--- src/mpmem_pkg.sv ---
package mpmem_pkg;

  // Port counts
  localparam int NUMWRPT = 2;
  localparam int NUMRDPT = 2;
  localparam int BITRDPT = 1;
  localparam int MAXPT   = (NUMWRPT > NUMRDPT) ? NUMWRPT : NUMRDPT;  // Arbiter request width

  // Data word
  localparam int WIDTH   = 16;
  localparam int MEMWDTH = WIDTH + 1;        // Word plus even parity

  // Banks and physical rows
  localparam int NUMVBNK = 4;
  localparam int BITVBNK = 2;
  localparam int NUMWRDS = 2;                // Words packed per row
  localparam int BITWRDS = 1;
  localparam int NUMSROW = 16;
  localparam int BITSROW = 4;
  localparam int PHYWDTH = NUMWRDS * MEMWDTH;

  // Addresses
  localparam int BITADDR = BITSROW + BITWRDS + BITVBNK;
  localparam int BITPADR = BITVBNK + BITSROW + BITWRDS;  // {bank, row, word}

  // Timing
  localparam int SRAM_DELAY = 1;
  localparam int RD_LAT     = SRAM_DELAY + 1;

  // Init sweep covers every word slot of a bank
  localparam int INIT_CYCLES = NUMSROW * NUMWRDS;
  localparam int BITINIT     = BITSROW + BITWRDS;
  localparam logic [BITINIT-1:0] INIT_LAST = BITINIT'(INIT_CYCLES - 1);

  // Bank index sits in the low bits so neighbouring addresses spread over banks
  typedef struct packed {
    logic [BITSROW-1:0] srow;
    logic [BITWRDS-1:0] wrd;
    logic [BITVBNK-1:0] vbnk;
  } mpmem_addr_s;

  typedef union packed {
    logic [BITADDR-1:0] flat;
    mpmem_addr_s        fld;
  } mpmem_addr_u;

endpackage
--- src/mpmem_top.sv ---
module mpmem_top (
  input  logic                                                   clk,
  input  logic                                                   arst_n,
  output logic                                                   ready,
  input  logic [mpmem_pkg::NUMWRPT-1:0]                          write,
  input  logic [mpmem_pkg::NUMWRPT-1:0][mpmem_pkg::BITADDR-1:0]  wr_adr,
  input  logic [mpmem_pkg::NUMWRPT-1:0][mpmem_pkg::WIDTH-1:0]    din,
  output logic [mpmem_pkg::NUMWRPT-1:0]                          wr_gnt,
  input  logic [mpmem_pkg::NUMRDPT-1:0]                          read,
  input  logic [mpmem_pkg::NUMRDPT-1:0][mpmem_pkg::BITADDR-1:0]  rd_adr,
  output logic [mpmem_pkg::NUMRDPT-1:0]                          rd_gnt,
  output logic [mpmem_pkg::NUMRDPT-1:0]                          rd_vld,
  output logic [mpmem_pkg::NUMRDPT-1:0][mpmem_pkg::WIDTH-1:0]    rd_dout,
  output logic [mpmem_pkg::NUMRDPT-1:0]                          rd_serr,
  output logic [mpmem_pkg::NUMRDPT-1:0][mpmem_pkg::BITPADR-1:0]  rd_padr,
  output logic [mpmem_pkg::NUMVBNK-1:0]                          t1_writeA,
  output logic [mpmem_pkg::NUMVBNK-1:0][mpmem_pkg::BITSROW-1:0]  t1_addrA,
  output logic [mpmem_pkg::NUMVBNK-1:0][mpmem_pkg::PHYWDTH-1:0]  t1_bwA,
  output logic [mpmem_pkg::NUMVBNK-1:0][mpmem_pkg::PHYWDTH-1:0]  t1_dinA,
  output logic [mpmem_pkg::NUMVBNK-1:0]                          t1_readB,
  output logic [mpmem_pkg::NUMVBNK-1:0][mpmem_pkg::BITSROW-1:0]  t1_addrB,
  input  logic [mpmem_pkg::NUMVBNK-1:0][mpmem_pkg::PHYWDTH-1:0]  t1_doutB
);

  logic [mpmem_pkg::NUMVBNK-1:0]                         bk_write;
  logic [mpmem_pkg::NUMVBNK-1:0][mpmem_pkg::BITSROW-1:0] bk_wr_srow;
  logic [mpmem_pkg::NUMVBNK-1:0][mpmem_pkg::BITWRDS-1:0] bk_wr_wrd;
  logic [mpmem_pkg::NUMVBNK-1:0][mpmem_pkg::WIDTH-1:0]   bk_din;
  logic [mpmem_pkg::NUMVBNK-1:0]                         bk_read;
  logic [mpmem_pkg::NUMVBNK-1:0][mpmem_pkg::BITSROW-1:0] bk_rd_srow;
  logic [mpmem_pkg::NUMVBNK-1:0][mpmem_pkg::BITWRDS-1:0] bk_rd_wrd;
  logic [mpmem_pkg::NUMVBNK-1:0][mpmem_pkg::BITRDPT-1:0] bk_rd_port;
  logic [mpmem_pkg::NUMVBNK-1:0]                         al_vld;
  logic [mpmem_pkg::NUMVBNK-1:0][mpmem_pkg::WIDTH-1:0]   al_dout;
  logic [mpmem_pkg::NUMVBNK-1:0]                         al_serr;
  logic [mpmem_pkg::NUMVBNK-1:0][mpmem_pkg::BITPADR-1:0] al_padr;

  mpmem_bank_arbiter u_arb (
    .clk        (clk),
    .arst_n     (arst_n),
    .write      (write),
    .wr_adr     (wr_adr),
    .din        (din),
    .read       (read),
    .rd_adr     (rd_adr),
    .wr_gnt     (wr_gnt),
    .rd_gnt     (rd_gnt),
    .ready      (ready),
    .bk_write   (bk_write),
    .bk_wr_srow (bk_wr_srow),
    .bk_wr_wrd  (bk_wr_wrd),
    .bk_din     (bk_din),
    .bk_read    (bk_read),
    .bk_rd_srow (bk_rd_srow),
    .bk_rd_wrd  (bk_rd_wrd),
    .bk_rd_port (bk_rd_port)
  );

  for (genvar b = 0; b < mpmem_pkg::NUMVBNK; b++) begin : g_bank
    mpmem_word_align #(.BANK_ID(b)) u_align (
      .clk        (clk),
      .arst_n     (arst_n),
      .bk_write   (bk_write[b]),
      .bk_wr_srow (bk_wr_srow[b]),
      .bk_wr_wrd  (bk_wr_wrd[b]),
      .bk_din     (bk_din[b]),
      .bk_read    (bk_read[b]),
      .bk_rd_srow (bk_rd_srow[b]),
      .bk_rd_wrd  (bk_rd_wrd[b]),
      .t1_writeA  (t1_writeA[b]),
      .t1_addrA   (t1_addrA[b]),
      .t1_bwA     (t1_bwA[b]),
      .t1_dinA    (t1_dinA[b]),
      .t1_readB   (t1_readB[b]),
      .t1_addrB   (t1_addrB[b]),
      .t1_doutB   (t1_doutB[b]),
      .al_vld     (al_vld[b]),
      .al_dout    (al_dout[b]),
      .al_serr    (al_serr[b]),
      .al_padr    (al_padr[b])
    );
  end

  mpmem_read_return u_ret (
    .clk        (clk),
    .arst_n     (arst_n),
    .bk_rd_port (bk_rd_port),
    .bk_read    (bk_read),
    .al_vld     (al_vld),
    .al_dout    (al_dout),
    .al_serr    (al_serr),
    .al_padr    (al_padr),
    .rd_vld     (rd_vld),
    .rd_dout    (rd_dout),
    .rd_serr    (rd_serr),
    .rd_padr    (rd_padr)
  );

endmodule

--- src/mpmem_read_return.sv ---
module mpmem_read_return (
  input  logic                                                   clk,
  input  logic                                                   arst_n,
  input  logic [mpmem_pkg::NUMVBNK-1:0][mpmem_pkg::BITRDPT-1:0]  bk_rd_port,
  input  logic [mpmem_pkg::NUMVBNK-1:0]                          bk_read,
  input  logic [mpmem_pkg::NUMVBNK-1:0]                          al_vld,
  input  logic [mpmem_pkg::NUMVBNK-1:0][mpmem_pkg::WIDTH-1:0]    al_dout,
  input  logic [mpmem_pkg::NUMVBNK-1:0]                          al_serr,
  input  logic [mpmem_pkg::NUMVBNK-1:0][mpmem_pkg::BITPADR-1:0]  al_padr,
  output logic [mpmem_pkg::NUMRDPT-1:0]                          rd_vld,
  output logic [mpmem_pkg::NUMRDPT-1:0][mpmem_pkg::WIDTH-1:0]    rd_dout,
  output logic [mpmem_pkg::NUMRDPT-1:0]                          rd_serr,
  output logic [mpmem_pkg::NUMRDPT-1:0][mpmem_pkg::BITPADR-1:0]  rd_padr
);

  logic [mpmem_pkg::BITRDPT-1:0] port_pipe [mpmem_pkg::NUMVBNK][mpmem_pkg::RD_LAT];

  logic [mpmem_pkg::NUMRDPT-1:0]                         vld_nxt;
  logic [mpmem_pkg::NUMRDPT-1:0][mpmem_pkg::WIDTH-1:0]   dout_nxt;
  logic [mpmem_pkg::NUMRDPT-1:0]                         serr_nxt;
  logic [mpmem_pkg::NUMRDPT-1:0][mpmem_pkg::BITPADR-1:0] padr_nxt;

  // Port index follows the read through the SRAM and aligner stages
  always_ff @(posedge clk) begin
    for (int b = 0; b < mpmem_pkg::NUMVBNK; b++) begin
      if (bk_read[b]) port_pipe[b][0] <= bk_rd_port[b];
      for (int s = 1; s < mpmem_pkg::RD_LAT; s++) port_pipe[b][s] <= port_pipe[b][s-1];
    end
  end

  always_comb begin
    vld_nxt  = '0;
    dout_nxt = '0;
    serr_nxt = '0;
    padr_nxt = '0;
    for (int p = 0; p < mpmem_pkg::NUMRDPT; p++) begin
      for (int b = 0; b < mpmem_pkg::NUMVBNK; b++) begin
        if (al_vld[b] && int'(port_pipe[b][mpmem_pkg::RD_LAT-1]) == p) begin
          vld_nxt[p]  = 1'b1;
          dout_nxt[p] = al_dout[b];
          serr_nxt[p] = al_serr[b];
          padr_nxt[p] = al_padr[b];
        end
      end
    end
  end

  always_ff @(posedge clk or negedge arst_n) begin
    if (!arst_n) begin
      rd_vld <= '0;
    end else begin
      rd_vld <= vld_nxt;
    end
  end

  always_ff @(posedge clk) begin
    rd_dout <= dout_nxt;
    rd_serr <= serr_nxt;
    rd_padr <= padr_nxt;
  end

endmodule

--- src/mpmem_word_align.sv ---
module mpmem_word_align #(
  parameter int BANK_ID = 0
) (
  input  logic                              clk,
  input  logic                              arst_n,
  input  logic                              bk_write,
  input  logic [mpmem_pkg::BITSROW-1:0]     bk_wr_srow,
  input  logic [mpmem_pkg::BITWRDS-1:0]     bk_wr_wrd,
  input  logic [mpmem_pkg::WIDTH-1:0]       bk_din,
  input  logic                              bk_read,
  input  logic [mpmem_pkg::BITSROW-1:0]     bk_rd_srow,
  input  logic [mpmem_pkg::BITWRDS-1:0]     bk_rd_wrd,
  output logic                              t1_writeA,
  output logic [mpmem_pkg::BITSROW-1:0]     t1_addrA,
  output logic [mpmem_pkg::PHYWDTH-1:0]     t1_bwA,
  output logic [mpmem_pkg::PHYWDTH-1:0]     t1_dinA,
  output logic                              t1_readB,
  output logic [mpmem_pkg::BITSROW-1:0]     t1_addrB,
  input  logic [mpmem_pkg::PHYWDTH-1:0]     t1_doutB,
  output logic                              al_vld,
  output logic [mpmem_pkg::WIDTH-1:0]       al_dout,
  output logic                              al_serr,
  output logic [mpmem_pkg::BITPADR-1:0]     al_padr
);

  logic [mpmem_pkg::MEMWDTH-1:0]    wr_slot;
  logic [mpmem_pkg::MEMWDTH-1:0]    rd_slot;
  logic [mpmem_pkg::SRAM_DELAY-1:0] pipe_vld;
  logic [mpmem_pkg::BITSROW-1:0]    pipe_srow [mpmem_pkg::SRAM_DELAY];
  logic [mpmem_pkg::BITWRDS-1:0]    pipe_wrd  [mpmem_pkg::SRAM_DELAY];

  assign wr_slot   = {^bk_din, bk_din};  // Even parity on top
  assign t1_writeA = bk_write;
  assign t1_addrA  = bk_wr_srow;
  assign t1_dinA   = {mpmem_pkg::NUMWRDS{wr_slot}};  // Mask picks the live copy
  assign t1_readB  = bk_read;
  assign t1_addrB  = bk_rd_srow;

  always_comb begin
    t1_bwA = '0;
    for (int w = 0; w < mpmem_pkg::NUMWRDS; w++) begin
      if (bk_write && int'(bk_wr_wrd) == w) begin
        t1_bwA[w*mpmem_pkg::MEMWDTH +: mpmem_pkg::MEMWDTH] = '1;
      end
    end
  end

  // Row and slot ride along with the SRAM access
  always_ff @(posedge clk or negedge arst_n) begin
    if (!arst_n) begin
      pipe_vld <= '0;
    end else begin
      pipe_vld[0] <= bk_read;
      for (int i = 1; i < mpmem_pkg::SRAM_DELAY; i++) pipe_vld[i] <= pipe_vld[i-1];
    end
  end

  always_ff @(posedge clk) begin
    pipe_srow[0] <= bk_rd_srow;
    pipe_wrd[0]  <= bk_rd_wrd;
    for (int i = 1; i < mpmem_pkg::SRAM_DELAY; i++) begin
      pipe_srow[i] <= pipe_srow[i-1];
      pipe_wrd[i]  <= pipe_wrd[i-1];
    end
  end

  always_comb begin
    rd_slot = '0;
    for (int w = 0; w < mpmem_pkg::NUMWRDS; w++) begin
      if (int'(pipe_wrd[mpmem_pkg::SRAM_DELAY-1]) == w) begin
        rd_slot = t1_doutB[w*mpmem_pkg::MEMWDTH +: mpmem_pkg::MEMWDTH];
      end
    end
  end

  always_ff @(posedge clk or negedge arst_n) begin
    if (!arst_n) begin
      al_vld <= 1'b0;
    end else begin
      al_vld <= pipe_vld[mpmem_pkg::SRAM_DELAY-1];
    end
  end

  always_ff @(posedge clk) begin
    al_dout <= rd_slot[mpmem_pkg::WIDTH-1:0];
    al_serr <= ^rd_slot;  // Odd count means a flipped bit
    al_padr <= {mpmem_pkg::BITVBNK'(BANK_ID), pipe_srow[mpmem_pkg::SRAM_DELAY-1],
                pipe_wrd[mpmem_pkg::SRAM_DELAY-1]};
  end

  a_no_mask_when_idle: assert property (@(posedge clk) disable iff (!arst_n)
    !t1_writeA |-> t1_bwA == '0);

endmodule

--- src/mpmem_bank_arbiter.sv ---
module mpmem_bank_arbiter (
  input  logic                                                   clk,
  input  logic                                                   arst_n,
  input  logic [mpmem_pkg::NUMWRPT-1:0]                          write,
  input  logic [mpmem_pkg::NUMWRPT-1:0][mpmem_pkg::BITADDR-1:0]  wr_adr,
  input  logic [mpmem_pkg::NUMWRPT-1:0][mpmem_pkg::WIDTH-1:0]    din,
  input  logic [mpmem_pkg::NUMRDPT-1:0]                          read,
  input  logic [mpmem_pkg::NUMRDPT-1:0][mpmem_pkg::BITADDR-1:0]  rd_adr,
  output logic [mpmem_pkg::NUMWRPT-1:0]                          wr_gnt,
  output logic [mpmem_pkg::NUMRDPT-1:0]                          rd_gnt,
  output logic                                                   ready,
  output logic [mpmem_pkg::NUMVBNK-1:0]                          bk_write,
  output logic [mpmem_pkg::NUMVBNK-1:0][mpmem_pkg::BITSROW-1:0]  bk_wr_srow,
  output logic [mpmem_pkg::NUMVBNK-1:0][mpmem_pkg::BITWRDS-1:0]  bk_wr_wrd,
  output logic [mpmem_pkg::NUMVBNK-1:0][mpmem_pkg::WIDTH-1:0]    bk_din,
  output logic [mpmem_pkg::NUMVBNK-1:0]                          bk_read,
  output logic [mpmem_pkg::NUMVBNK-1:0][mpmem_pkg::BITSROW-1:0]  bk_rd_srow,
  output logic [mpmem_pkg::NUMVBNK-1:0][mpmem_pkg::BITWRDS-1:0]  bk_rd_wrd,
  output logic [mpmem_pkg::NUMVBNK-1:0][mpmem_pkg::BITRDPT-1:0]  bk_rd_port
);

  mpmem_pkg::mpmem_addr_u wr_a [mpmem_pkg::NUMWRPT];
  mpmem_pkg::mpmem_addr_u rd_a [mpmem_pkg::NUMRDPT];

  logic [mpmem_pkg::NUMVBNK-1:0][mpmem_pkg::MAXPT-1:0] wr_hit;   // Port requests per bank
  logic [mpmem_pkg::NUMVBNK-1:0][mpmem_pkg::MAXPT-1:0] rd_hit;
  logic [mpmem_pkg::NUMVBNK-1:0][mpmem_pkg::MAXPT-1:0] wr_win;   // One-hot winner per bank
  logic [mpmem_pkg::NUMVBNK-1:0][mpmem_pkg::MAXPT-1:0] rd_win;
  logic [mpmem_pkg::NUMVBNK-1:0][mpmem_pkg::MAXPT-1:0] wr_last;  // Last winner, lowest priority
  logic [mpmem_pkg::NUMVBNK-1:0][mpmem_pkg::MAXPT-1:0] rd_last;
  logic                                                init_busy;
  logic [mpmem_pkg::BITINIT-1:0]                       init_cnt;

  // Search starts just after the last winner and wraps at num
  function automatic logic [mpmem_pkg::MAXPT-1:0] rr_pick(
    input logic [mpmem_pkg::MAXPT-1:0] req,
    input logic [mpmem_pkg::MAXPT-1:0] last,
    input int                          num
  );
    logic [mpmem_pkg::MAXPT-1:0] gnt;
    int                          base;
    int                          idx;
    gnt  = '0;
    base = 0;
    for (int i = 0; i < mpmem_pkg::MAXPT; i++) begin
      if (last[i]) base = i;
    end
    for (int k = 1; k <= mpmem_pkg::MAXPT; k++) begin
      idx = (base + k) % num;
      if (k <= num && gnt == '0 && req[idx]) gnt[idx] = 1'b1;
    end
    return gnt;
  endfunction

  always_comb begin
    wr_hit = '0;
    rd_hit = '0;
    for (int p = 0; p < mpmem_pkg::NUMWRPT; p++) begin
      wr_a[p].flat = wr_adr[p];
      wr_hit[wr_a[p].fld.vbnk][p] = write[p];
    end
    for (int p = 0; p < mpmem_pkg::NUMRDPT; p++) begin
      rd_a[p].flat = rd_adr[p];
      rd_hit[rd_a[p].fld.vbnk][p] = read[p];
    end
  end

  always_comb begin
    wr_gnt = '0;
    rd_gnt = '0;
    for (int b = 0; b < mpmem_pkg::NUMVBNK; b++) begin
      wr_win[b] = ready ? rr_pick(wr_hit[b], wr_last[b], mpmem_pkg::NUMWRPT) : '0;
      rd_win[b] = ready ? rr_pick(rd_hit[b], rd_last[b], mpmem_pkg::NUMRDPT) : '0;
      for (int p = 0; p < mpmem_pkg::NUMWRPT; p++) wr_gnt[p] |= wr_win[b][p];
      for (int p = 0; p < mpmem_pkg::NUMRDPT; p++) rd_gnt[p] |= rd_win[b][p];
    end
  end

  // Sweep address and zero data stay on the write side until a port wins
  always_comb begin
    for (int b = 0; b < mpmem_pkg::NUMVBNK; b++) begin
      bk_write[b]   = init_busy | (|wr_win[b]);
      bk_wr_srow[b] = init_cnt[mpmem_pkg::BITWRDS +: mpmem_pkg::BITSROW];
      bk_wr_wrd[b]  = init_cnt[mpmem_pkg::BITWRDS-1:0];
      bk_din[b]     = '0;
      for (int p = 0; p < mpmem_pkg::NUMWRPT; p++) begin
        if (wr_win[b][p]) begin
          bk_wr_srow[b] = wr_a[p].fld.srow;
          bk_wr_wrd[b]  = wr_a[p].fld.wrd;
          bk_din[b]     = din[p];
        end
      end
      bk_read[b]    = |rd_win[b];
      bk_rd_srow[b] = '0;
      bk_rd_wrd[b]  = '0;
      bk_rd_port[b] = '0;
      for (int p = 0; p < mpmem_pkg::NUMRDPT; p++) begin
        if (rd_win[b][p]) begin
          bk_rd_srow[b] = rd_a[p].fld.srow;
          bk_rd_wrd[b]  = rd_a[p].fld.wrd;
          bk_rd_port[b] = mpmem_pkg::BITRDPT'(p);
        end
      end
    end
  end

  always_ff @(posedge clk or negedge arst_n) begin
    if (!arst_n) begin
      init_busy <= 1'b0;
      init_cnt  <= '0;
      ready     <= 1'b0;
    end else if (!ready) begin
      if (!init_busy) begin
        init_busy <= 1'b1;  // First cycle out of reset
      end else begin
        init_cnt <= init_cnt + 1'b1;
        if (init_cnt == mpmem_pkg::INIT_LAST) begin
          init_busy <= 1'b0;
          ready     <= 1'b1;
        end
      end
    end
  end

  always_ff @(posedge clk or negedge arst_n) begin
    if (!arst_n) begin
      wr_last <= '0;
      rd_last <= '0;
    end else begin
      for (int b = 0; b < mpmem_pkg::NUMVBNK; b++) begin
        if (|wr_win[b]) wr_last[b] <= wr_win[b];
        if (|rd_win[b]) rd_last[b] <= rd_win[b];
      end
    end
  end

  for (genvar b = 0; b < mpmem_pkg::NUMVBNK; b++) begin : g_chk
    a_one_wr_per_bank: assert property (@(posedge clk) disable iff (!arst_n)
      $onehot0(wr_gnt & wr_hit[b][mpmem_pkg::NUMWRPT-1:0]));
  end

endmodule

--- config.mk ---
export PLATFORM = sky130hd
export DESIGN_NAME = mpmem_top
export DESIGN_NICKNAME = d
export VERILOG_FILES = /design/src/mpmem_pkg.sv /design/src/mpmem_top.sv /design/src/mpmem_read_return.sv /design/src/mpmem_word_align.sv /design/src/mpmem_bank_arbiter.sv
export SDC_FILE = /design/constraint.sdc
export NUM_CORES = 1
export LEC_CHECK = 0
export ABC_AREA = 1
export BUFFER_PORTS_ARGS = -buffer_cell sky130_fd_sc_hd__buf_2
export CAP_MARGIN = 20
export CORE_AREA = 2 2 221 223
export DETAILED_ROUTE_END_ITERATION = 6
export DIE_AREA = 0 0 223 225
export PLACE_DENSITY = 0.58
export SETUP_SLACK_MARGIN = 0.4
export SKIP_CTS_REPAIR_TIMING = 1
export SLEW_MARGIN = 30
export SYNTH_ARGS = -nofsm -noshare
export SYNTH_HDL_FRONTEND = slang
export SYNTH_SLANG_ARGS = --single-unit
--- constraint.sdc ---
create_clock -name clk -period 2.5 [get_ports clk]
set_clock_uncertainty 0.2 [all_clocks]
set_input_delay 0.125 -clock clk [delete_from_list [all_inputs] [get_ports clk]]
set_output_delay 0.125 -clock clk [all_outputs]
set_load 0.05 [all_outputs]
==> metrics.txt, run 1 <==
outcome=finished, violations left; post-route ant nets=0; count leader, synth=nand2_1; CTS Buf Count=17; maxcap violations=0; I/O Pins=569; Final Cycle Share=1.14; total gr overflow=0; Mean Syn Cell Area=a little under 7 sq um; setup ws final=-0.349 ns; Critical path buffers and inverters=7; Net Sw Power=between 4 and 5 mW; WL per Instance=approximately 17 um; Total GRT Usage=0.179; first-pass GRT wire length=69000 um; IO buf count=roughly 570; CP arrival=2.52 ns; DIE WIDTH=approximately 220 um; Vias/cell=between 4 and 5; clk sinks=189; vias=14100; Primary FF master, synth=dfxtp_1; leading area contributor after synthesis=dfxtp_1; crit-path cells=inv_8 > buf_6 > nor2_8 > buf_6 > nand2_8 > inv_4 > o211ai_1 > o21ai_4 > inv_2 > nor2_4 > buf_12 > clkbuf_4; Iteration-0 DRC Markers=948; fin. max-slew vios=0; clk_lat worst skew=around 0.45 ns; leading cell types by count after synthesis=449 x nand2_1, 244 x inv_1, 209 x buf_4; Final GP Congestion=roughly 0.94; Post-DP HPWL=between 30000 and 40000 um; fill count=4738; CTS Buffer Depth=2; VDD IR max=approximately 0.45 mV; post-synth top area share=0.254; crit path kind=reg -> out; Worst Path Max Fanout=17; Slew @ Worst Pin=0.803 ns; Yosys reg bits=189; Final Net Count=about 2700; register share of total power=0.318; slew margin rel.=0.464; Logic pwr share=0.433; Net Sw Frac=0.425; minimum clock period=roughly 2.8 ns; clock slew at reported path FFs=0.08 ns; Post-synth EDFFs=4; Starting Density=0.265; share of layout cells above drive strength 1=0.420; fraction of registers with async set/reset=0.132; fmax=351 MHz; Hold Path Class=in -> reg; largest net degree at the start of global routing=between 40 and 50; critical path endpoint category=output pin; vias in the first global route=approximately 12000; Area growth, synth to finish=58.6%; Placement Cell Area=between 15000 and 20000 sq um; P_leak=between 10 and 15 nW; CTS H-tree lvls=4; syn nets=approximately 2000; Largest stage delay, worst path=0.42 ns; Clock power frac=0.249; DIE HEIGHT=225 um; TritonCTS clock tree=built; Root Driver=clkbuf_16; Cells after Synth=between 1500 and 2000; Yosys cell types=between 40 and 50; Design Area, Final=roughly 20000 sq um; core area=47500 sq um; CP startpoint kind=flip-flop; sequential area share after synthesis=0.313; violated checks=hold timing, setup timing; Crit path max-delay family=buffers and inverters; Row Count=80; mapped cell area=about 13000 sq um; Yosys warning count=0; unrepaired setup endpoints after global routing=yes; antenna violations before repair=4; DRC errors left=0; worst hold slack=-0.0166 ns; Layout Utilization=0.420; Post-Route WL=between 50000 and 60000 um; Tot Pwr=between 10 and 15 mW; P_int=between 6 and 7 mW; slowest CP cell=dfrtp_2; final hold viol count=2; Crit path required time=2.17 ns; PwrDens=between 500 and 600 nW/um^2; synth top area cells=dfxtp_1 25%, nand2_1 13%, buf_4 12%; Die Area=between 50000 and 60000 sq um; final setup vio count=162; CP most frequent cell=buf_6; Pre-Repair DR Iteration Count=5
placed cells by master (no fill, tap or decap), types with 7 or more instances in the layout:
master / instances
o21ai_4: 40
xnor2_2: 7
nor2_2: 13
buf_2: 435
o21ai_2: 14
dfxtp_1: 160
xnor2_1: 39
inv_1: 227
dlygate4sd3_1: 143
buf_12: 32
nor2_1: 72
xor2_1: 25
a21oi_1: 9
nand3_1: 63
nand3_4: 14
nor2_4: 17
inv_2: 21
nand2_2: 37
dfrtp_1: 24
clkbuf_16: 17
buf_4: 173
o21ai_0: 131
clkbuf_4: 59
nand2_4: 26
o21ai_1: 9
nand3_2: 34
nand4_1: 14
a31oi_1: 44
nand2_1: 396
o211ai_1: 54
o22ai_2: 16
buf_8: 12
nand2_8: 10
nor3_1: 10
buf_6: 30
power groups by stage:
stage / combinational [mW] / sequential (mW) / clock [mW]
2_1_floorplan: 2.90 / 3.83 / 0
3_3_place_gp: 3.99 / 3.52 / 0
3_5_place_dp: 4.03 / 3.52 / 0
4_1_cts: 4.05 / 3.45 / 2.76
5_1_grt: 4.98 / 3.48 / 2.89
6_report: 4.69 / 3.45 / 2.70
sequential cells by signal, summed over array words and instances (netlist names), 5 cells and up:
signal,flops
g_bank.u_align.al_dout,64
g_bank.u_align.al_padr,20
g_bank.u_align.pipe_srow,16
u_arb.init_cnt,5
u_ret.port_pipe,8
u_ret.rd_dout,32
u_ret.rd_padr,14
worst reg2reg max path: cells and delay by family (launching register included):
kind | cells | cell delay, ns
AO/OA/AOI/OAI | 1 | 0.45
XOR/XNOR | 2 | 0.32
AND/OR/NAND/NOR | 6 | 0.33
buffers and inverters | 3 | 0.46
flip-flops | 1 | 0.33
kinds of logic after synthesis:
group                      count (synthesis)  synth area share
AOI/OAI and AO/OA                        327             0.158
xor gates and xnor gates                  73            0.0513
adders and majority gates                  2           0.00199
buffers and inverters                    523             0.226
DFF                                      189             0.313
and+or+nand+nor                          707             0.249
area by class of cell:
type / instances / area (sq um) / share of cell area
multi-input cells: 1118 / 7170 / 0.359
repair buffers: 884 / 6510 / 0.326
flip-flops and latches: 189 / 3950 / 0.198
inverters: 256 / 978 / 0.0490
well taps: 615 / 769 / 0.0385
clock buffers: 19 / 443 / 0.0222
clock inverters: 13 / 156 / 0.00783
diodes: 2 / 5.00 / 0.000250
final timing paths:
| check | start | end | slack [ns] | cells after the start |
|---|---|---|---|---|
| min in group asynchronous | arst_n | u_ret.rd_vld[1]$_DFF_PN0_ | 0.08 | 2 |
| max in group asynchronous | arst_n | u_arb.ready$_DFF_PN0_ | 1.48 | 2 |
| worst min-delay path | t1_doutB[101] | g_bank[2].u_align.al_serr$_DFF_P_ | -0.02 | 7 |
| worst max register to register | g_bank[1].u_align.pipe_wrd[0]$_DFF_P_ | g_bank[1].u_align.al_serr$_DFF_P_ | 0.28 | 12 |
| worst max-delay path | u_arb.ready$_DFF_PN0_ | t1_bwA[72] | -0.35 | 12 |
| worst min register to register | g_bank[0].u_align.pipe_srow[0][1]$_DFF_P_ | g_bank[0].u_align.al_padr[2]$_DFF_P_ | 0.13 | 0 |
metal layers:
layer | track usage | vias up | share of wire | routed length, um
met5 | 0 | - | 0.00065 | 34
met4 | 0.0463 | 6 | 0.024 | 1270
met3 | 0.0265 | 78 | 0.052 | 2740
met2 | 0.327 | 555 | 0.50 | 26400
met1 | 0.219 | 6575 | 0.42 | 21900
li1 | - | 6928 | - | -
metrics by stage:
| stage | std cells | TNS, ns | setup slack, ns |
|---|---|---|---|
| after floorplan | 1821 | -25.29 | -0.217 |
| after global placement | 2834 | -0.718 | -0.0655 |
| after detailed placement | 2834 | -2.85 | -0.0934 |
| after CTS | 2866 | -67.35 | -0.593 |
| after global routing | 3095 | -57.61 | -0.453 |
| final | 3096 | -39.17 | -0.349 |
Power figures use the tool's default switching activity.
==> inputs of run 2 (changes only) <==
--- a/config.mk
+++ b/config.mk
@@ -11,6 +11,7 @@
 export CORE_AREA = 2 2 221 223
 export DETAILED_ROUTE_END_ITERATION = 6
 export DIE_AREA = 0 0 223 225
+export MAX_ROUTING_LAYER = met4
 export PLACE_DENSITY = 0.58
 export SETUP_SLACK_MARGIN = 0.4
 export SKIP_CTS_REPAIR_TIMING = 1
==> run 2 against run 1 <==
  * The flow still finishes with violations (hold timing, setup timing)
  * Register-to-register slack improved by 0.03 ns
  * Core utilization decreased by 0.75 points
  * Final area decreased by 1.8%
  * Wire length down 0.87%
  * Critical endpoint is now t1_bwA[43]
  * Highest routed layer is now met4
==> metrics.txt, run 2 (synthesis results as in run 1) <==
outcome=finished, violations left; violated checks=hold timing, setup timing; max reg flops=64; fin. max-slew vios=0; final setup vio count=165; Worst Path Max Fanout=8; register bank with the most flops=g_bank.u_align.al_dout; worst hold slack=-0.0284 ns; CP startpoint kind=flip-flop; DRC errors left=0; DIE HEIGHT=about 230 um; clock slew at reported path FFs=0.08 ns; maxcap violations=0; highest routed layer=met4; Die Area=approximately 50000 sq um; Placement Cell Area=~16000 sq um; Vias/cell=roughly 4.5; I/O Pins=~570; CP arrival=2.54 ns; Area growth, synth to finish=55.7%; Final Net Count=2645; vias=about 14000; Row Count=80; total gr overflow=0; vias in the first global route=12100; Root Driver=clkbuf_16; first-pass GRT wire length=68700 um; unrepaired setup endpoints after global routing=yes; Register Area=around 4000 sq um; Final Cycle Share=1.15; P_leak=~10 nW; Post-DP HPWL=38300 um; TritonCTS clock tree=built; commonest non-fill, non-tap cells in the layout=445 x buf_2, 415 x nand2_1, 235 x inv_1, 160 x dfxtp_1, 142 x buf_4; antenna violations before repair=5; WL per Instance=roughly 17 um; minimum clock period=around 2.9 ns; CTS Buffer Depth=2; Crit path required time=2.17 ns; multi-input gate area in the final layout=around 6800 sq um; Post-Route WL=51900 um; CTS H-tree lvls=4; Starting Density=0.265; Post-Route M1 WL=21500 um; Slew @ Worst Pin=~0.82 ns; slew margin rel.=0.448; CTS Buf Count=17; Tot Pwr=about 11 mW; critical path endpoint category=output pin; met3 WL=between 2000 and 3000 um; final hold viol count=4; most common cell after layout, fill and taps aside=buf_2; Post-Place Setup Slack=-0.0742 ns; r2r setup slk=0.31 ns; crit path kind=reg -> out; IO buf count=between 500 and 600; largest net degree at the start of global routing=between 40 and 50; Design Area, Final=between 15000 and 20000 sq um; clk sinks=189; Final GP Congestion=about 0.95; Total GRT Usage=0.183; PwrDens=roughly 550 nW/um^2; Hold Path Class=in -> reg; post-route ant nets=0; fmax=about 350 MHz; VDD IR max=~0.47 mV; fill count=about 4700; WL met2=~26000 um; clk_lat worst skew=around 0.45 ns; Top Registers=g_bank.u_align.al_dout x64, u_ret.rd_dout x32, g_bank.u_align.al_padr x20; setup ws final=-0.368 ns; share of layout cells above drive strength 1=0.391; Pre-Repair DR Iteration Count=6; DIE WIDTH=approximately 220 um; core area=47500 sq um; Iteration-0 DRC Markers=855
==> run 2: changes by cell type in the layout (fill, tap and decap cells not counted), moves of 14 or more <==
cell | before | now
buf_4 | 173 | 142
buf_6 | 30 | 71
buf_8 | 12 | 27
clkbuf_4 | 59 | 6
nand2_1 | 396 | 415
nand3_1 | 63 | 77
==> run 2: area by class of cell <==
type                    instances  area share
diodes                          6    0.000765
multi-input cells            1117       0.347
clock inverters                13     0.00778
well taps                     615      0.0392
inverters                     256      0.0496
flip-flops and latches        189       0.201
repair buffers                860       0.332
clock buffers                  19      0.0221
==> run 2: power breakdown <==
| group | internal (mW) | switching [mW] |
|---|---|---|
| combinational | 1.53 | 3.11 |
| sequential | 3.32 | 0.128 |
| clock | 1.35 | 1.36 |
| total | 6.20 | 4.59 |
==> run 2: critical path, cell delays in order, from the launching register on <==
cell and delay, ns:
dfrtp_2 0.41, inv_6 0.07, buf_12 0.16, nor2_4 0.23
buf_6 0.16, nand2_8 0.05, inv_6 0.06, o211ai_1 0.09
o21ai_2 0.12, inv_2 0.13, nor2_4 0.28, buf_4 0.18
buf_6 0.15
==> run 2: per-stage QoR <==
stage | TNS [ns] | hold slack [ns] | util | cells
after detailed placement | -1.71 | 0.0314 | 0.337 | 2838
final | -33.90 | -0.0284 | 0.413 | 3075
after floorplan | -25.29 | -0.371 | - | 1821
after global placement | -0.476 | 0.0227 | 0.337 | 2838
after global routing | -53.66 | 0.00958 | 0.413 | 3074
after CTS | -67.64 | -0.442 | 0.349 | 2870
==> run 2: routing by layer <==
layer,up-vias,track usage
met3,85,0.0226
li1,6872,-
met2,585,0.318
met5,-,-
met4,0,0.0494
met1,6441,0.224
==> run 2: final timing paths <==
kind | start | endpoint | cells past startpoint
max in group asynchronous | arst_n | u_arb.ready$_DFF_PN0_ | 2
min | t1_doutB[42] | g_bank[1].u_align.al_dout[8]$_DFF_P_ | 4
max reg2reg | g_bank[1].u_align.pipe_wrd[0]$_DFF_P_ | g_bank[1].u_align.al_serr$_DFF_P_ | 11
max | u_arb.ready$_DFF_PN0_ | t1_bwA[43] | 12
min in group asynchronous | arst_n | u_ret.rd_vld[0]$_DFF_PN0_ | 2
min reg2reg | g_bank[1].u_align.pipe_srow[0][2]$_DFF_P_ | g_bank[1].u_align.al_padr[3]$_DFF_P_ | 0
==> inputs of run 3 (changes only) <==
--- a/config.mk
+++ b/config.mk
@@ -8,11 +8,11 @@
 export ABC_AREA = 1
 export BUFFER_PORTS_ARGS = -buffer_cell sky130_fd_sc_hd__buf_2
 export CAP_MARGIN = 20
-export CORE_AREA = 2 2 221 223
+export CORE_AREA = 2 2 224 226
 export DETAILED_ROUTE_END_ITERATION = 6
-export DIE_AREA = 0 0 223 225
+export DIE_AREA = 0 0 226 228
 export MAX_ROUTING_LAYER = met4
-export PLACE_DENSITY = 0.58
+export PLACE_DENSITY = 0.57
 export SETUP_SLACK_MARGIN = 0.4
 export SKIP_CTS_REPAIR_TIMING = 1
 export SLEW_MARGIN = 30
==> run 3 against run 2 <==
  * The run still ends with hold timing, setup timing left
  * Register-to-register slack hardly changed
  * Sequential power hardly changed
  * Global-route usage is 0.38 points higher
  * Final area is 14% higher
  * Wire length is 12% higher
  * Via count is 2.7% higher
  * Die area is 2.7% higher
  * Combinational power is 12% higher
  * Clock power is 2% higher
  * Core utilization is 4.0 points higher
  * Critical path type unchanged
  * Largest cell class is now buffers
==> metrics.txt, run 3 (synthesis results as in run 1) <==
RR Startpoint=g_bank[1].u_align.pipe_wrd[0]$_DFF_P_; vias=between 10000 and 15000; unrepaired setup endpoints after global routing=yes; Worst Reg-to-Reg Cells=12; setup ws final=-0.451 ns; Design Area, Final=roughly 22000 sq um; r2r setup slk=approximately 0.31 ns; Hold Path Class=in -> reg; Worst Path Max Fanout=8; setup TNS=-39.10 ns; worst hold slack=-0.0434 ns; clk_lat worst skew=approximately 0.44 ns; Tot Pwr=~11 mW; Hold Path Stages=7; P_leak=10.8 nW; VDD IR max=approximately 0.44 mV; CTS Buf Count=17; DIE HEIGHT=around 230 um; Final Non-Filler Cells=~3200; Root Driver=clkbuf_16; Placement Cell Area=16000 sq um; crit path kind=reg -> out; final hold viol count=4; Vias/cell=between 4 and 5; HP Start=t1_doutB[101]; Worst Hold End=g_bank[2].u_align.al_serr$_DFF_P_; reg-to-reg endpoint=g_bank[1].u_align.al_serr$_DFF_P_; Top Registers=g_bank.u_align.al_dout x64, u_ret.rd_dout x32, g_bank.u_align.al_padr x20; DRC errors left=0; minimum clock period=between 2 and 3 ns; violated checks=hold timing, setup timing; Slew @ Worst Pin=between 0.8 and 0.9 ns; Total GRT Usage=0.187; critical path endpoint category=output pin; fill count=roughly 4800; DIE WIDTH=226 um; CP startpoint kind=flip-flop; Die Area=just over 50000 sq um; slew margin rel.=0.413; PwrDens=510 nW/um^2; antenna violations before repair=5; TritonCTS clock tree=built; Post-Route WL=a little under 60000 um; I/O Pins=roughly 570; IO buf count=approximately 570; WL per Instance=18.2 um; Area growth, synth to finish=77.3%; share of layout cells above drive strength 1=0.438; final setup vio count=162; placed cell count=~2900; CTS H-tree lvls=4; Final GP Congestion=0.967; Iteration-0 DRC Markers=between 600 and 700; post-route ant nets=0; max reg flops=64; clk sinks=~190; Post-DP HPWL=around 40000 um; largest net degree at the start of global routing=48; fmax=between 300 and 400 MHz; outcome=finished, violations left; Starting Density=0.255; Crit path required time=approximately 2.2 ns; total gr overflow=0; Final Net Count=2710; Row Count=between 80 and 90; core area=49300 sq um; vias in the first global route=~12000; clock slew at reported path FFs=roughly 0.080 ns; Pre-Repair DR Iteration Count=5; CTS Buffer Depth=2; maxcap violations=0; fin. max-slew vios=0; Final Cycle Share=1.18; most common cell after layout, fill and taps aside=nand2_1; CP arrival=~2.6 ns; register bank with the most flops=g_bank.u_align.al_dout; commonest non-fill, non-tap cells in the layout=389 x nand2_1, 368 x buf_2, 225 x inv_1, 160 x dfxtp_1, 142 x dlygate4sd3_1; first-pass GRT wire length=between 70000 and 80000 um
-- run 3: cell types whose count changed in the layout (fill, tap and decap cells not counted), sizes merged --
cell / before / now
clkinvlp: 1 / 0
clkbuf: 25 / 31
inv: 259 / 261
dlygate4sd3: 140 / 142
clkinv: 9 / 8
nand2: 469 / 471
nor2: 106 / 104
diode: 6 / 5
buf: 714 / 771
-- run 3: metal layers --
layer	GRT usage	wire [um]	vias to the layer above
met2	0.329	30600	529
met4	0.0592	1620	0
met1	0.214	23000	6726
met5	-	0	-
li1	-	-	7004
met3	0.0327	3100	97
-- run 3: through the flow --
step,hold slack (ns),setup WS [ns],utilization
floorplan,-0.371,-0.217,-
global placement,0.0405,-0.0703,0.325
detailed placement,0.0553,-0.0812,0.325
CTS,-0.414,-0.591,0.337
global route,0.000662,-0.522,0.453
finish,-0.0434,-0.451,0.453
-- run 3: worst max path at each step --
stage                                startpoint          end  slack, ns  cells after the start
after global placement    u_arb.ready$_DFF_PN0_  t1_dinA[50]      -0.07                     16
final                     u_arb.ready$_DFF_PN0_   t1_bwA[52]      -0.45                     13
after global routing      u_arb.ready$_DFF_PN0_   t1_bwA[52]      -0.52                     13
after floorplan           u_arb.ready$_DFF_PN0_   t1_bwA[63]      -0.22                     11
after detailed placement  u_arb.ready$_DFF_PN0_  t1_dinA[67]      -0.08                     16
after CTS                 u_arb.ready$_DFF_PN0_  t1_dinA[67]      -0.59                     16
-- run 3: report_power, final --
part	switching, mW	leakage [nW]	internal, mW
clock	1.33	0.300	1.43
combinational	3.29	8.82	1.89
sequential	0.135	1.69	3.32
total	4.76	10.8	6.64
-- run 3: critical path, cell delays in order, from the launching register on --
cell and delay [ns]:
dfrtp_2 0.43, inv_8 0.07, buf_12 0.15, nor2_8 0.17, clkbuf_16 0.19, buf_8 0.11, nand2_8 0.06, inv_4 0.05
nand2_1 0.05, o211ai_1 0.10, o21ai_2 0.13, nor2_4 0.23, clkbuf_16 0.22, buf_4 0.21
-- run 3: area by class of cell --
class                           count  area, sq um  share of cell area
Tap cell                          672          841              0.0376
Antenna cell                        5         12.5            0.000560
Clock buffer                       19          464              0.0208
Inverter                          256          983              0.0440
Multi-Input combinational cell   1117         7280               0.326
Timing Repair Buffer              925         8670               0.388
Sequential cell                   189         3950               0.177
Clock inverter                     13          140             0.00627
